==> src/rate_loop_pkg.sv <==
`default_nettype none

package rate_loop_pkg;

    localparam int NBEAMS     = 2;
    localparam int THRESH_W   = 18;
    localparam int COUNT_W    = 32;
    localparam int BEAM_IDX_W = $clog2(NBEAMS + 1);

    typedef logic [THRESH_W-1:0]             thresh_t;
    typedef logic [COUNT_W-1:0]              count_t;
    typedef logic [NBEAMS-1:0][THRESH_W-1:0] thresh_arr_t;
    typedef logic [NBEAMS-1:0][COUNT_W-1:0]  count_arr_t;
    typedef logic [BEAM_IDX_W-1:0]           beam_idx_t;

    ////////////////////
    // Loop constants
    localparam thresh_t START_THRESH = 18'd3500;
    localparam thresh_t THRESH_MAX   = '1;      // Full scale
    localparam thresh_t LOOP_KP      = 18'd2;   // Step per period
    localparam count_t  TARGET_COUNT = 32'd100;
    localparam count_t  COUNT_MARGIN = 32'd10;  // Dead band half width
    localparam int      BOOT_DELAY   = 31;
    localparam int      BOOT_CNT_W   = $clog2(BOOT_DELAY + 1);

    typedef enum logic [2:0] {
        BOOT, START, POLL, READ_COUNTS, CALC, WRITE_THRESH, ENABLE, UPDATE
    } loop_state_e;

    typedef enum logic [1:0] {IDLE, READ, WRITE, ACK} host_state_e;

endpackage

`default_nettype wire

==> src/trig_bus_pkg.sv <==
`default_nettype none

package trig_bus_pkg;

    localparam int ADR_W = 22;
    localparam int DAT_W = 32;

    typedef logic [ADR_W-1:0] bus_adr_t;
    typedef logic [DAT_W-1:0] bus_dat_t;

    // Trigger register map
    localparam bus_adr_t CTRL_ADR    = 22'h000;  // Command on write, status on read
    localparam bus_adr_t COUNT_BASE  = 22'h400;  // Count on read, threshold on write
    localparam bus_adr_t ENABLE_BASE = 22'h800;
    localparam bus_adr_t ADR_STRIDE  = 22'd4;    // One word per beam

    localparam bus_dat_t CMD_START_COUNT = 32'd1;
    localparam bus_dat_t CMD_UPDATE_ALL  = 32'd2;
    localparam bus_dat_t CMD_ENABLE      = 32'd1;
    localparam int       STATUS_DONE_BIT = 0;

    // Host address decode
    localparam int HOST_SEL_COUNT_BIT  = 10;
    localparam int HOST_SEL_THRESH_BIT = 11;
    localparam int HOST_IDX_LSB        = 2;
    localparam int HOST_IDX_MSB        = 9;

endpackage

`default_nettype wire
==> src/trig_req_if.sv <==
`timescale 1ns/1ps
`default_nettype none

interface trig_req_if;
    import trig_bus_pkg::*;

    logic     req;   // One-cycle pulse, fields valid with it
    logic     we;
    bus_adr_t adr;
    bus_dat_t wdat;
    logic     done;  // One-cycle pulse after the trigger ack
    bus_dat_t rdat;  // Held until the next read completes

    modport seq_mp (output req, we, adr, wdat, input done, rdat);

    modport master_mp (input req, we, adr, wdat, output done, rdat);

endinterface

`default_nettype wire

==> src/rate_loop_top.sv <==
`timescale 1ns/1ps
`default_nettype none

module rate_loop_top (
    input  logic                   wb_clk_i,
    input  logic                   arst_n_i,
    // Host Wishbone target
    input  logic                   wb_cyc_i,
    input  logic                   wb_stb_i,
    input  logic                   wb_we_i,
    input  trig_bus_pkg::bus_adr_t wb_adr_i,
    input  trig_bus_pkg::bus_dat_t wb_dat_i,  // Host writes have no register behind them
    output logic                   wb_ack_o,
    output trig_bus_pkg::bus_dat_t wb_dat_o,
    // Trigger register block master
    output logic                   trig_stb_o,
    output logic                   trig_we_o,
    output trig_bus_pkg::bus_adr_t trig_adr_o,
    output trig_bus_pkg::bus_dat_t trig_dat_o,
    input  logic                   trig_ack_i,
    input  trig_bus_pkg::bus_dat_t trig_dat_i
);
    import rate_loop_pkg::*;

    count_arr_t  count_arr;
    thresh_arr_t thresh_arr;

    trig_req_if req_bus ();

    loop_reg_target u_reg_target (
        .wb_clk_i     (wb_clk_i),
        .arst_n_i     (arst_n_i),
        .wb_cyc_i     (wb_cyc_i),
        .wb_stb_i     (wb_stb_i),
        .wb_we_i      (wb_we_i),
        .wb_adr_i     (wb_adr_i),
        .wb_ack_o     (wb_ack_o),
        .wb_dat_o     (wb_dat_o),
        .count_arr_i  (count_arr),
        .thresh_arr_i (thresh_arr)
    );

    rate_loop_sequencer u_sequencer (
        .wb_clk_i     (wb_clk_i),
        .arst_n_i     (arst_n_i),
        .req_o        (req_bus.seq_mp),
        .count_arr_o  (count_arr),
        .thresh_arr_o (thresh_arr)
    );

    trig_bus_master u_bus_master (
        .wb_clk_i   (wb_clk_i),
        .arst_n_i   (arst_n_i),
        .req_i      (req_bus.master_mp),
        .trig_stb_o (trig_stb_o),
        .trig_we_o  (trig_we_o),
        .trig_adr_o (trig_adr_o),
        .trig_dat_o (trig_dat_o),
        .trig_ack_i (trig_ack_i),
        .trig_dat_i (trig_dat_i)
    );

endmodule

`default_nettype wire

==> src/trig_bus_master.sv <==
`timescale 1ns/1ps
`default_nettype none

module trig_bus_master (
    input  logic                   wb_clk_i,
    input  logic                   arst_n_i,
    trig_req_if.master_mp          req_i,
    output logic                   trig_stb_o,
    output logic                   trig_we_o,
    output trig_bus_pkg::bus_adr_t trig_adr_o,
    output trig_bus_pkg::bus_dat_t trig_dat_o,
    input  logic                   trig_ack_i,
    input  trig_bus_pkg::bus_dat_t trig_dat_i
);
    import trig_bus_pkg::*;

    typedef enum logic {M_IDLE, M_BUSY} master_state_e;

    master_state_e state;
    logic          done_q;
    logic          we_q;
    bus_adr_t      adr_q;
    bus_dat_t      wdat_q;
    bus_dat_t      rdat_q;

    ////////////////////
    // Single transaction FSM
    always_ff @(posedge wb_clk_i or negedge arst_n_i) begin
        if (!arst_n_i) begin
            state  <= M_IDLE;
            done_q <= 1'b0;
        end else begin
            done_q <= 1'b0;
            case (state)
                M_IDLE: if (req_i.req) state <= M_BUSY;  // Strobe rises next cycle
                M_BUSY: begin
                    if (trig_ack_i) begin
                        state  <= M_IDLE;
                        done_q <= 1'b1;
                    end
                end
                default: state <= M_IDLE;
            endcase
        end
    end

    // Request fields held for the whole strobe
    always_ff @(posedge wb_clk_i) begin
        if (state == M_IDLE && req_i.req) begin
            we_q   <= req_i.we;
            adr_q  <= req_i.adr;
            wdat_q <= req_i.wdat;
        end
        if (state == M_BUSY && trig_ack_i && !we_q) rdat_q <= trig_dat_i;
    end

    assign trig_stb_o = (state == M_BUSY);
    assign trig_we_o  = we_q;
    assign trig_adr_o = adr_q;
    assign trig_dat_o = wdat_q;
    assign req_i.done = done_q;
    assign req_i.rdat = rdat_q;

endmodule

`default_nettype wire

==> src/rate_loop_sequencer.sv <==
`timescale 1ns/1ps
`default_nettype none

module rate_loop_sequencer (
    input  logic                       wb_clk_i,
    input  logic                       arst_n_i,
    trig_req_if.seq_mp                 req_o,
    output rate_loop_pkg::count_arr_t  count_arr_o,
    output rate_loop_pkg::thresh_arr_t thresh_arr_o
);
    import trig_bus_pkg::*;
    import rate_loop_pkg::*;

    loop_state_e           state;
    loop_state_e           phase_next;  // Where a per-beam phase goes after the last beam
    beam_idx_t             beam;
    logic                  last_beam;
    logic                  beam_step;
    logic                  busy;        // Transaction outstanding at the master
    logic [BOOT_CNT_W-1:0] boot_cnt;

    count_arr_t  counts;
    thresh_arr_t pending;  // CALC results, written to the trigger
    thresh_arr_t applied;  // Committed by the update command

    logic     needs_bus;
    logic     iss_we;
    bus_adr_t iss_adr;
    bus_dat_t iss_wdat;
    bus_adr_t beam_ofs;

    // One proportional step with saturation at both ends
    function automatic thresh_t calc_step(thresh_t cur, count_t cnt);
        thresh_t nxt;
        nxt = cur;
        if (cnt > TARGET_COUNT + COUNT_MARGIN) begin
            nxt = (cur > THRESH_MAX - LOOP_KP) ? THRESH_MAX : cur + LOOP_KP;
        end else if (cnt < TARGET_COUNT - COUNT_MARGIN) begin
            nxt = (cur < LOOP_KP) ? '0 : cur - LOOP_KP;
        end
        return nxt;
    endfunction

    assign beam_ofs  = bus_adr_t'(beam) * ADR_STRIDE;
    assign last_beam = (beam == beam_idx_t'(NBEAMS - 1));

    ////////////////////
    // Transaction for the current state
    always_comb begin
        needs_bus  = 1'b1;
        iss_we     = 1'b1;
        iss_adr    = CTRL_ADR;
        iss_wdat   = '0;
        beam_step  = 1'b0;
        phase_next = state;
        case (state)
            START: iss_wdat = CMD_START_COUNT;
            POLL:  iss_we = 1'b0;
            READ_COUNTS: begin
                iss_we     = 1'b0;
                iss_adr    = COUNT_BASE + beam_ofs;
                beam_step  = req_o.done;
                phase_next = CALC;
            end
            CALC: begin
                needs_bus  = 1'b0;
                beam_step  = 1'b1;  // One beam per cycle
                phase_next = WRITE_THRESH;
            end
            WRITE_THRESH: begin
                iss_adr    = COUNT_BASE + beam_ofs;
                iss_wdat   = bus_dat_t'(pending[beam]);
                beam_step  = req_o.done;
                phase_next = ENABLE;
            end
            ENABLE: begin
                iss_adr    = ENABLE_BASE + beam_ofs;
                iss_wdat   = CMD_ENABLE;
                beam_step  = req_o.done;
                phase_next = UPDATE;
            end
            UPDATE:  iss_wdat = CMD_UPDATE_ALL;
            default: needs_bus = 1'b0;  // BOOT
        endcase
    end

    assign req_o.we   = iss_we;
    assign req_o.adr  = iss_adr;
    assign req_o.wdat = iss_wdat;

    ////////////////////
    // Loop FSM
    always_ff @(posedge wb_clk_i or negedge arst_n_i) begin
        if (!arst_n_i) begin
            state     <= BOOT;
            beam      <= '0;
            busy      <= 1'b0;
            boot_cnt  <= '0;
            req_o.req <= 1'b0;
            counts    <= '0;
            pending   <= {NBEAMS{START_THRESH}};
            applied   <= {NBEAMS{START_THRESH}};
        end else begin
            req_o.req <= 1'b0;
            if (needs_bus && !busy) begin
                req_o.req <= 1'b1;
                busy      <= 1'b1;
            end
            if (req_o.done) busy <= 1'b0;

            if (beam_step) begin
                beam <= last_beam ? '0 : beam + 1'b1;
                if (last_beam) state <= phase_next;
            end

            case (state)
                BOOT: begin
                    if (boot_cnt == BOOT_CNT_W'(BOOT_DELAY - 1)) state <= WRITE_THRESH;
                    else boot_cnt <= boot_cnt + 1'b1;
                end
                START: if (req_o.done) state <= POLL;
                POLL:  if (req_o.done && req_o.rdat[STATUS_DONE_BIT]) state <= READ_COUNTS;
                READ_COUNTS: if (req_o.done) counts[beam] <= count_t'(req_o.rdat);
                CALC: pending[beam] <= calc_step(applied[beam], counts[beam]);
                UPDATE: begin
                    if (req_o.done) begin
                        applied <= pending;
                        state   <= START;
                    end
                end
                default: ;
            endcase
        end
    end

    assign count_arr_o  = counts;
    assign thresh_arr_o = applied;

endmodule

`default_nettype wire

==> src/loop_reg_target.sv <==
`timescale 1ns/1ps
`default_nettype none

module loop_reg_target (
    input  logic                       wb_clk_i,
    input  logic                       arst_n_i,
    input  logic                       wb_cyc_i,
    input  logic                       wb_stb_i,
    input  logic                       wb_we_i,
    input  trig_bus_pkg::bus_adr_t     wb_adr_i,
    output logic                       wb_ack_o,
    output trig_bus_pkg::bus_dat_t     wb_dat_o,
    input  rate_loop_pkg::count_arr_t  count_arr_i,
    input  rate_loop_pkg::thresh_arr_t thresh_arr_i
);
    import trig_bus_pkg::*;
    import rate_loop_pkg::*;

    host_state_e state;
    bus_dat_t    resp_q;
    bus_dat_t    sel_count;
    bus_dat_t    sel_thresh;
    logic [HOST_IDX_MSB-HOST_IDX_LSB:0] host_idx;

    assign host_idx = wb_adr_i[HOST_IDX_MSB:HOST_IDX_LSB];

    // Beam select, out of range index reads as zero
    always_comb begin
        sel_count  = '0;
        sel_thresh = '0;
        for (int b = 0; b < NBEAMS; b++) begin
            if (int'(host_idx) == b) begin
                sel_count  = bus_dat_t'(count_arr_i[b]);
                sel_thresh = bus_dat_t'(thresh_arr_i[b]);
            end
        end
    end

    ////////////////////
    // Host access FSM
    always_ff @(posedge wb_clk_i or negedge arst_n_i) begin
        if (!arst_n_i) begin
            state <= IDLE;
        end else begin
            case (state)
                IDLE:        if (wb_cyc_i && wb_stb_i) state <= wb_we_i ? WRITE : READ;
                READ, WRITE: state <= ACK;  // Writes carry no register effect
                default:     state <= IDLE;
            endcase
        end
    end

    always_ff @(posedge wb_clk_i) begin
        if (state == READ) begin
            if (wb_adr_i[HOST_SEL_COUNT_BIT])       resp_q <= sel_count;
            else if (wb_adr_i[HOST_SEL_THRESH_BIT]) resp_q <= sel_thresh;
            else                                    resp_q <= bus_dat_t'(LOOP_KP);
        end
    end

    assign wb_ack_o = (state == ACK);
    assign wb_dat_o = resp_q;  // Valid through ACK

endmodule

`default_nettype wire

==> config.mk <==
export PLATFORM = sky130hd
export DESIGN_NAME = rate_loop_top
export DESIGN_NICKNAME = d
export VERILOG_FILES = /design/src/rate_loop_pkg.sv /design/src/trig_bus_pkg.sv /design/src/trig_req_if.sv /design/src/rate_loop_top.sv /design/src/trig_bus_master.sv /design/src/rate_loop_sequencer.sv /design/src/loop_reg_target.sv
export SDC_FILE = /design/constraint.sdc
export NUM_CORES = 1
export LEC_CHECK = 0
export ABC_CLOCK_PERIOD_IN_PS = 4600
export BUFFER_PORTS_ARGS = -buffer_cell sky130_fd_sc_hd__buf_2
export CELL_PAD_IN_SITES_DETAIL_PLACEMENT = 0
export CELL_PAD_IN_SITES_GLOBAL_PLACEMENT = 1
export CORE_MARGIN = 2
export CORE_UTILIZATION = 45
export DETAILED_ROUTE_END_ITERATION = 8
export GPL_TIMING_DRIVEN = 0
export HOLD_SLACK_MARGIN = 0.15
export PLACE_DENSITY_LB_ADDON = 0.1
export SLEW_MARGIN = 40
export SYNTH_ARGS = -nofsm -noshare
export SYNTH_HDL_FRONTEND = slang
export SYNTH_HIERARCHICAL = 1
export SYNTH_SLANG_ARGS = --single-unit
==> constraint.sdc <==
create_clock -name wb_clk_i -period 4.6 [get_ports wb_clk_i]
set_clock_uncertainty 0.1 [all_clocks]
set_input_delay 1.15 -clock wb_clk_i [delete_from_list [all_inputs] [get_ports wb_clk_i]]
set_output_delay 1.15 -clock wb_clk_i [all_outputs]
set_load 0.05 [all_outputs]
==> metrics.md, run 1 <==
| Metric | Value |
|---|---|
| Min-delay src | u_sequencer/busy |
| CTS resizes | 0 |
| Clock latency at the later pin of the worst-skew pair | 550 ps |
| H-Tree Depth | 1 |
| Max-Cap Viols | 0 |
| Worst hold slack | 339 ps |
| CP Class | flip-flop to flip-flop |
| Half-perimeter wire length after placement | 23.1 mm |
| Initial antenna violation count | 0 |
| Remaining Overflow, GRT | 0 |
| Fillers | 2,531 |
| Outcome | complete, no violations |
| Finished Layout Cells | 1,625 |
| Syn-to-layout area delta | 18.7% |
| CP arrival | between 4000 and 5000 ps |
| Max Root-Sink Buffers | 3 |
| Hold WC Path Type | flip-flop to flip-flop |
| Leading area contributor after synthesis | edfxtp_1 |
| Leakage | roughly 6.7 nW |
| EDFF count, synth | around 120 |
| CP cell instances | buf_6, buf_12, buf_6, clkbuf_4, buf_2, buf_2, mux2i_1, inv_1, ha_1, inv_1, a211oi_2, and2_1, nand2_1, xnor2_1, nor2_1, a221oi_1 |
| Min cycle time layout | 4000 ps |
| CTS Sinks | roughly 270 |
| Top cell type's share of synthesized area | 0.275 |
| DR iter-0 viols | roughly 530 |
| CP endpoint kind | flip-flop |
| Via-per-instance ratio | 5.34 |
| Slew at the pin closest to its max-slew limit | ~840 ps |
| Register area share after synthesis | 0.571 |
| Async S/R FF share, synth | 0.561 |
| Full die area | about 30,000 sq um |
| Syn Inst Count | between 1,000 and 1,500 |
| Vias | 8,681 |
| First-pass GRT wire length | just over 50 mm |
| Period utilization | 0.869 |
| Max rail drop VDD | roughly 0.00027 V |
| Die Ht | 174 um |
| Final ANT Viol Nets | 0 |
| R2R cell count | 16 |
| Total CTS buffers | 30 |
| Port bufs | between 100 and 150 |
| N_diodes | 0 |
| CTS tree | done |
| Root buffer cell | clkbuf_16 |
| Die Wd | between 150 and 200 um |
| Gp weighted congestion | around 0.86 |
| Initial core utilization | 0.455 |
| Setup tns final | 0 ps |
| Cell area power density | slightly below 600 nW/um^2 |
| RSZ-0062 raised after global routing | false |
| Worst reg-to-reg setup slack | approximately 600 ps |
| R2r startpoint | u_sequencer/beam[0] |
| Placed Area | 14,400 sq um |
| GRT Total Usage | 0.215 |
| WL final | approximately 33 mm |
| Slew HR | 0.443 |
| Crit start category | flip-flop |
| Worst Hold Path EP | u_sequencer/req_o.req |
| Final instance area | ~15,000 sq um |
| Hold Fails Final Rpt | 0 |
| Dpl cells | between 1,500 and 2,000 |
| Post-CTS Setup Inserts | 0 |
| # setup viols final | 0 |
| Net total in the final layout | about 1,300 |
| Distinct cell type count after synthesis | 81 |
| Cell Area, Synth | between 10,000 and 15,000 sq um |
| Synth Register Bits | ~270 |
| Worst reg2reg path endpoint | u_sequencer/pending[31] |
| Core area | between 20,000 and 30,000 sq um |
| Remaining DRCs | 0 |
| Cells on Worst Hold Path | 1 |
| Yosys warns | 6 |
| Vias in the first global route | ~8,500 |
| Largest net degree at the start of global routing | 56 |
| Total Power | 9.18 mW |
| Max Slew Vio Count | 0 |
| Ratio of cells with drive above 1 in the final layout | 0.359 |
| Row count | 62 |
| Main synth FF type | dfrtp_1 |
| Average cell area after synthesis | ~13 sq um |
| Worst-path clk slew | about 60 ps |
| Drt wl/cell | about 20 um |
| I/O pins | ~180 |
| CP required | a little under 5000 ps |
| TritonRoute pass-1 iters | 5 |
| Area contributors post-synth | edfxtp_1 28%, dfrtp_1 24%, mux2_2 11% |
| Critical path's slowest cell | a211oi_2 |
| Fmax | 250 MHz |
| Crit-path max FO | 10 |
| Hold Buf Count CTS | 0 |
| Worst stage delay on the critical path | roughly 440 ps |
## critical path: cells and delay by family (launching register included)
family          cells  cell delay (ps)
compound gates      2              720
xor+xnor            1              130
fa+ha+maj           1              250
buf+inv             8             1630
flops               1              340
mux                 1              190
simple gates        3              490
## sequential cells by signal, summed over array words and instances, names as in the netlist
signal,count
u_sequencer/count_arr_o,64
u_sequencer/boot_cnt,5
u_bus_master/req_i.rdat,32
u_bus_master/trig_stb_o,1
u_bus_master/req_i.done,1
u_bus_master/trig_dat_o,32
u_sequencer/state,3
u_bus_master/trig_adr_o,22
u_sequencer/pending,36
u_reg_target/state,2
u_sequencer/busy,1
u_sequencer/beam,2
u_sequencer/req_o.req,1
u_bus_master/trig_we_o,1
u_reg_target/wb_dat_o,32
u_sequencer/thresh_arr_o,36
## synth_stat cells, types with 9 or more instances
cell,instances
mux2_4,15
mux2_2,123
buf_6,12
inv_1,12
a22oi_1,19
mux2i_1,51
buf_2,11
nor4_1,10
dfstp_2,28
o21ai_0,24
dfrtp_1,124
edfxtp_1,119
buf_4,34
nor2_1,98
nand3_1,21
a21oi_1,22
nand2_1,56
nand4_1,19
clkbuf_1,26
a221oi_1,9
nor3_1,17
xnor2_1,16
## worst max-delay path by stage
stage,from,to,cells after the start
global placement,u_bus_master/trig_stb_o,u_bus_master/trig_dat_o[5],1
CTS,u_sequencer/beam[0],u_sequencer/pending[13],16
global route,u_sequencer/beam[0],u_sequencer/pending[13],14
floorplan,u_bus_master/trig_stb_o,u_bus_master/trig_adr_o[0],1
finish,u_sequencer/beam[0],u_sequencer/pending[31],16
detailed placement,u_sequencer/beam[0],u_sequencer/pending[31],16
## where the power goes
group / internal, mW / total [mW] / leakage, nW / switching (mW)
Clock: 1.39 / 2.34 / 0.480 / 0.949
Sequential: 3.03 / 3.26 / 3.06 / 0.234
Combinational: 1.22 / 3.57 / 3.15 / 2.36
Total: 5.64 / 9.18 / 6.69 / 3.54
## placed cells by master (no fill, tap or decap), types with 15 or more instances in the layout
master and n:
mux2_4 15, a21oi_1 22, buf_4 34, mux2_2 123
dfstp_2 28, clkbuf_1 35, nand2_1 56, nand3_1 21
clkbuf_16 30, nor2_1 97, mux2i_1 51, conb_1 32
o21ai_0 24, nor3_1 17, buf_2 145, xnor2_1 16
dfrtp_1 124, a22oi_1 19, nand4_1 19, edfxtp_1 119
## metal layers
layer  track usage  vias to the layer above  part of all wire
li1              -                     4081                 -
met1         0.314                     4282              0.47
met2         0.345                      261              0.46
met3        0.0272                       57             0.050
met4        0.0497                        0             0.019
met5             0                        -                 0
## stage by stage
step	setup WS [ps]	utilization
final	602	0.539
after global routing	368	0.539
after global placement	-91.9	0.499
after detailed placement	701	0.505
after CTS	654	0.539
after floorplan	903	-
## area by class of cell
type	instances	area, sq um	area share
plain buffers	90	601	0.0390
clock inverters	12	125	0.00813
clock buffers	44	853	0.0554
well taps	384	480	0.0312
flip-flops and latches	271	7410	0.481
inverters	12	45.0	0.00293
repair buffers	141	826	0.0536
multi-input cells	671	5050	0.328
## cells by family (layout without fill, tap and decap cells)
logic type,Yosys count,after routing,synth area share
simple gates,281,281,0.113
flops,271,271,0.571
mux,197,197,0.171
compound gates,130,130,0.0714
buf+inv,102,299,0.0498
xor+xnor,23,23,0.0155
fa+ha+maj,8,8,0.00752
other cells,1,32,0.000289
(Power assumes the default switching activity.)
==> run 2: changes to the inputs <==
RECOVER_POWER = 50   (was default)
==> metrics.md, run 2 (same netlist as run 1, synthesis figures left out) <==
| Metric | Value |
|---|---|
| Outcome | complete, but fails checks |
| Failing checks | capacitance limit, slew limit |
| H-Tree Depth | 1 (unchanged) |
| Leakage | 6.64 nW (-0.78%) |
| First-pass GRT wire length | 50.5 mm (unchanged) |
| Crit start category | flip-flop |
| Vias | 8,629 (-0.60%) |
| Post-CTS Setup Inserts | 0 (unchanged) |
| WL final | 32.6 mm (about the same) |
| CP Class | flip-flop to flip-flop |
| Cell area power density | 599 nW/um^2 (+0.41%) |
| R2R cell count | 16 (unchanged) |
| Finished Layout Cells | 1,625 (unchanged) |
| Final ANT Viol Nets | 0 (unchanged) |
| Max rail drop VDD | 0.000267 V (+0.18%) |
| Worst Hold Path EP | u_sequencer/req_o.req |
| Half-perimeter wire length after placement | 23.1 mm (unchanged) |
| Vias in the first global route | 8,548 (unchanged) |
| Met2 routed WL | 15.0 mm (+0.50%) |
| Max reg flops | 64 (unchanged) |
| Top sig layer | met4 |
| Largest net degree at the start of global routing | 56 (unchanged) |
| Worst-path clk slew | 60 ps (about the same) |
| Most frequent cells in the layout | 143 x buf_2, 124 x dfrtp_1, 123 x mux2_2, 119 x edfxtp_1, 97 x nor2_1 |
| CP required | 4940 ps (about the same) |
| CTS tree | done |
| Commonest non-fill, non-tap cell in the layout | buf_2 |
| Period utilization | 0.875 (+0.00559) |
| Place WS | 701 ps (unchanged) |
| CP cell instances | buf_6, buf_12, buf_6, clkbuf_4, buf_2, buf_2, mux2i_1, inv_1, ha_1, inv_1, a211oi_2, and2_1, nand2_1, xnor2_1, nor2_1, a221oi_1 |
| Row count | 62 (unchanged) |
| Worst reg2reg path endpoint | u_sequencer/pending[31] |
| Ratio of cells with drive above 1 in the final layout | 0.348 (-0.0105) |
| Net total in the final layout | 1,316 (unchanged) |
| Final instance area | 15,300 sq um (-0.84%) |
| Core area | 28,500 sq um (unchanged) |
| Worst hold slack | 340 ps (+0.960 ps) |
| Hold Fails Final Rpt | 0 (unchanged) |
| TritonRoute pass-1 iters | 5 (unchanged) |
| Full die area | 30,200 sq um (unchanged) |
| Total CTS buffers | 30 (unchanged) |
| GRT Total Usage | 0.215 (unchanged) |
| Min-delay src | u_sequencer/busy |
| Slew at the pin closest to its max-slew limit | 2920 ps (+2080 ps) |
| Fmax | 249 MHz (-0.64%) |
| Total Power | 9.14 mW (-0.43%) |
| CP endpoint kind | flip-flop |
| DR iter-0 viols | 526 (-1.1%) |
| Crit-path max FO | 10 (unchanged) |
| Fillers | 2,549 (+0.71%) |
| # setup viols final | 0 (unchanged) |
| Remaining Overflow, GRT | 0 (unchanged) |
| Slew HR | -0.945 (-1.39) |
| Clock latency at the later pin of the worst-skew pair | 550 ps (about the same) |
| Worst stage delay on the critical path | 440 ps (about the same) |
| Via-per-instance ratio | 5.31 (-0.60%) |
| Hold Buf Count CTS | 0 (unchanged) |
| Placed Area | 14,400 sq um (unchanged) |
| Final setup margin | 576 ps (-25.7 ps) |
| Dpl cells | 1,569 (unchanged) |
| CP arrival | 4370 ps (+30 ps) |
| Syn-to-layout area delta | 17.7% |
| Met1 wire length | 15.4 mm (about the same) |
| Drt wl/cell | 20.1 um (about the same) |
| Initial core utilization | 0.455 (unchanged) |
| Max Slew Vio Count | 74 (+74) |
| CTS resizes | 0 (unchanged) |
| Hold WC Path Type | flip-flop to flip-flop |
| Max Root-Sink Buffers | 3 (unchanged) |
| Gp weighted congestion | 0.860 (unchanged) |
| Remaining DRCs | 0 (unchanged) |
| Die Wd | 174 um (unchanged) |
| Initial antenna violation count | 0 (unchanged) |
| N_diodes | 0 (unchanged) |
| R2r startpoint | u_sequencer/beam[0] |
| Root buffer cell | clkbuf_16 |
| Min cycle time layout | 4020 ps (+25.7 ps) |
| Port bufs | 135 (unchanged) |
| I/O pins | 181 (unchanged) |
| RSZ-0062 raised after global routing | false |
| CTS Sinks | 271 (unchanged) |
| Critical path's slowest cell | a211oi_2 |
| Die Ht | 174 um (unchanged) |
| Cells on Worst Hold Path | 1 (unchanged) |
| Max-Cap Viols | 2 (+2) |
| Worst reg-to-reg setup slack | 580 ps (-30 ps) |
| Wire length on met3 | 1.60 mm (-2.2%) |
-- run 2: worst max path at each step --
stage / startpoint / end / cells after the start / slack, ps
2_1_floorplan: u_bus_master/trig_stb_o / u_bus_master/trig_adr_o[0] / 1 / 900
3_3_place_gp: u_bus_master/trig_stb_o / u_bus_master/trig_dat_o[5] / 1 / -90
3_5_place_dp: u_sequencer/beam[0] / u_sequencer/pending[31] / 16 / 700
4_1_cts: u_sequencer/beam[0] / u_sequencer/pending[13] / 16 / 650
5_1_grt: arst_n_i / u_sequencer/count_arr_o[49] / 3 / 350
6_report: u_sequencer/beam[0] / u_sequencer/pending[31] / 16 / 580
-- run 2: metrics by stage --
stage               TNS (ps)  utilization
floorplan                  0            -
global placement       -6620        0.499
detailed placement         0        0.505
CTS                        0        0.539
global route               0        0.535
finish                     0        0.535
-- run 2: area by class of cell --
| cell class | count | area [sq um] | area share |
|---|---|---|---|
| multi-input cells | 671 | 5020 | 0.329 |
| clock inverters | 12 | 125 | 0.00820 |
| flip-flops and latches | 271 | 7410 | 0.485 |
| inverters | 12 | 45.0 | 0.00295 |
| well taps | 384 | 480 | 0.0315 |
| repair buffers | 141 | 733 | 0.0480 |
| clock buffers | 44 | 853 | 0.0559 |
| plain buffers | 90 | 601 | 0.0393 |
-- run 2: critical path, delay by kind of cell, from the launching register on --
family | cells | cell delay [ps]
buffers and inverters | 8 | 1640
AOI/OAI and AO/OA | 2 | 720
and+or+nand+nor | 3 | 520
DFF | 1 | 340
adders and majority gates | 1 | 240
muxes | 1 | 200
xor gates and xnor gates | 1 | 140
-- run 2: where the power goes --
group	total, mW	leakage (nW)	switching [mW]	internal, mW
Sequential	3.27	3.06	0.231	3.04
Combinational	3.53	3.10	2.35	1.18
Clock	2.34	0.480	0.948	1.39
-- run 2: routing by layer --
metal,vias up,track usage
li1,4076,-
met1,4255,0.314
met2,245,0.345
met3,53,0.0272
met4,0,0.0497
met5,-,0
==> run 3: changes to the inputs <==
CORE_UTILIZATION = 47   (was 45)
==> metrics.md, run 3 (same netlist as run 1, synthesis figures left out) <==
| Metric | Value |
|---|---|
| Post-CTS Setup Inserts | 0 (unchanged) |
| Core area | 27,000 sq um (-5.3%) |
| Gp weighted congestion | 0.861 (about the same) |
| Max Root-Sink Buffers | 3 (unchanged) |
| Routing usage on met3 | 0.0353 (+0.00816) |
| Remaining Overflow, GRT | 0 (unchanged) |
| Slew at the pin closest to its max-slew limit | 2840 ps (-74.8 ps) |
| Remaining DRCs | 0 (unchanged) |
| CTS resizes | 0 (unchanged) |
| CP endpoint kind | flip-flop |
| Drt wl/cell | 20.4 um (+1.6%) |
| Worst Hold Path EP | u_sequencer/req_o.req |
| Reg area | 7410 sq um (unchanged) |
| Crit-path max FO | 10 (unchanged) |
| Period utilization | 0.864 (-0.0107) |
| Met2 Usage GRT | 0.360 (+0.0149) |
| RSZ-0062 raised after global routing | false |
| Vias | 8,640 (+0.13%) |
| Crit start category | flip-flop |
| Row count | 60 (-3.2%) |
| N_diodes | 0 (unchanged) |
| # setup viols final | 0 (unchanged) |
| Min cycle time layout | 3970 ps (-49.3 ps) |
| I/O pins | 181 (unchanged) |
| Clock latency at the later pin of the worst-skew pair | 570 ps (+20 ps) |
| H-Tree Depth | 1 (unchanged) |
| Placed Area | 14,400 sq um (-0.34%) |
| Commonest non-fill, non-tap cell in the layout | buf_2 |
| Final instance area | 15,200 sq um (-0.27%) |
| Initial core utilization | 0.480 (+0.0256) |
| Total Power | 9.19 mW (+0.50%) |
| Ratio of cells with drive above 1 in the final layout | 0.348 (about the same) |
| Slew HR | -0.895 (+0.0499) |
| Cell area power density | 603 nW/um^2 (+0.77%) |
| GRT Total Usage | 0.227 (+0.0116) |
| Max rail drop VDD | 0.000391 V (+46%) |
| Multi-input gate area | 5030 sq um (+0.22%) |
| Cells on Worst Hold Path | 1 (unchanged) |
| Root buffer cell | clkbuf_16 |
| Syn-to-layout area delta | 17.3% |
| CP Class | flip-flop to flip-flop |
| R2r startpoint | u_sequencer/beam[0] |
| Vias in the first global route | 8,440 (-1.3%) |
| Failing checks | capacitance limit, slew limit |
| Initial antenna violation count | 0 (unchanged) |
| Hold Fails Final Rpt | 0 (unchanged) |
| Hold Buf Count CTS | 0 (unchanged) |
| Die Ht | 170 um (-2.1%) |
| Die Wd | 170 um (-2.1%) |
| WL final | 32.2 mm (-1.2%) |
| First-pass GRT wire length | 50.1 mm (-0.86%) |
| Final ANT Viol Nets | 0 (unchanged) |
| Max Slew Vio Count | 69 (-6.8%) |
| Min-delay src | u_sequencer/busy |
| DR iter-0 viols | 574 (+9.1%) |
| CP required | 4930 ps (about the same) |
| Final core occ | 0.563 (+0.0286) |
| Outcome | complete, but fails checks |
| Leakage | 6.64 nW (about the same) |
| Half-perimeter wire length after placement | 22.8 mm (-1.5%) |
| Worst-path clk slew | 70 ps (about the same) |
| CTS tree | done |
| Total CTS buffers | 29 (-3.3%) |
| Met1 global-route usage | 0.327 (+0.0124) |
| Port bufs | 135 (unchanged) |
| Worst reg-to-reg setup slack | 630 ps (+50 ps) |
| Worst reg2reg path endpoint | u_sequencer/pending[27] |
| Max-Cap Viols | 2 (unchanged) |
| CTS Sinks | 271 (unchanged) |
| Max reg flops | 64 (unchanged) |
| Via-per-instance ratio | 5.47 (+3.0%) |
| Largest net degree at the start of global routing | 63 (+13%) |
| Hold WC Path Type | flip-flop to flip-flop |
| Full die area | 29,000 sq um (-4.2%) |
| Busiest layer in global routing | met2 |
| Fillers | 2,331 (-8.6%) |
| CP arrival | 4310 ps (-60 ps) |
| TritonRoute pass-1 iters | 5 (unchanged) |
| Net total in the final layout | 1,315 (-0.076%) |
| Most frequent cells in the layout | 142 x buf_2, 124 x dfrtp_1, 123 x mux2_2, 119 x edfxtp_1, 97 x nor2_1 |
| Fmax | 252 MHz (+1.2%) |
| R2R cell count | 15 (-1) |
[run 3: cell types whose count changed in the layout (fill, tap and decap cells not counted), sizes merged]
cell    change
clkbuf      -6
bufinv      +2
inv         +2
buf         -1
clkinv      +1
[run 3: critical path, cell delays in order, from the launching register on]
cell      delay [ps]
dfrtp_1          340
buf_6            170
buf_12           170
buf_6            180
clkbuf_4         250
buf_2            330
buf_2            340
mux2i_1          180
inv_1             90
ha_1             250
inv_1             90
a211oi_2         440
and2_1           310
nor2_1            70
o221ai_1         350
o21ai_0          150
[run 3: final cells by class]
type | instances | area share
clock buffers | 37 | 0.0509
well taps | 341 | 0.0280
multi-input cells | 671 | 0.330
plain buffers | 90 | 0.0387
flip-flops and latches | 271 | 0.487
inverters | 12 | 0.00296
clock inverters | 17 | 0.0134
repair buffers | 141 | 0.0489
[run 3: worst max path at each step]
stage	start	endpoint	slack, ps
after floorplan	u_bus_master/trig_stb_o	u_bus_master/trig_adr_o[0]	900
after global placement	u_bus_master/trig_stb_o	u_bus_master/trig_dat_o[2]	-70
after detailed placement	u_sequencer/beam[0]	u_sequencer/pending[15]	720
after CTS	u_sequencer/beam[0]	u_sequencer/pending[33]	700
after global routing	u_sequencer/beam[0]	u_sequencer/pending[13]	380
final	u_sequencer/beam[0]	u_sequencer/pending[27]	630
[run 3: through the flow]
step,hold WS [ps],std cells,setup TNS (ps),setup WS (ps)
CTS,338,1580,0,696
floorplan,304,1044,0,903
global placement,320,1520,-4630,-70.6
finish,339,1580,0,626
detailed placement,328,1526,0,721
global route,353,1580,0,382
[run 3: where the power goes]
part / switching, mW / leakage [nW] / total, mW / internal [mW]
clock network: 0.971 / 0.486 / 2.39 / 1.42
registers: 0.229 / 3.06 / 3.26 / 3.03
logic: 2.35 / 3.09 / 3.53 / 1.18
[run 3: per-layer routing]
layer	up-vias	wire, um
met1	4275	15200
li1	4091	-
met3	47	1500
met5	-	0
met2	227	14800
met4	0	792
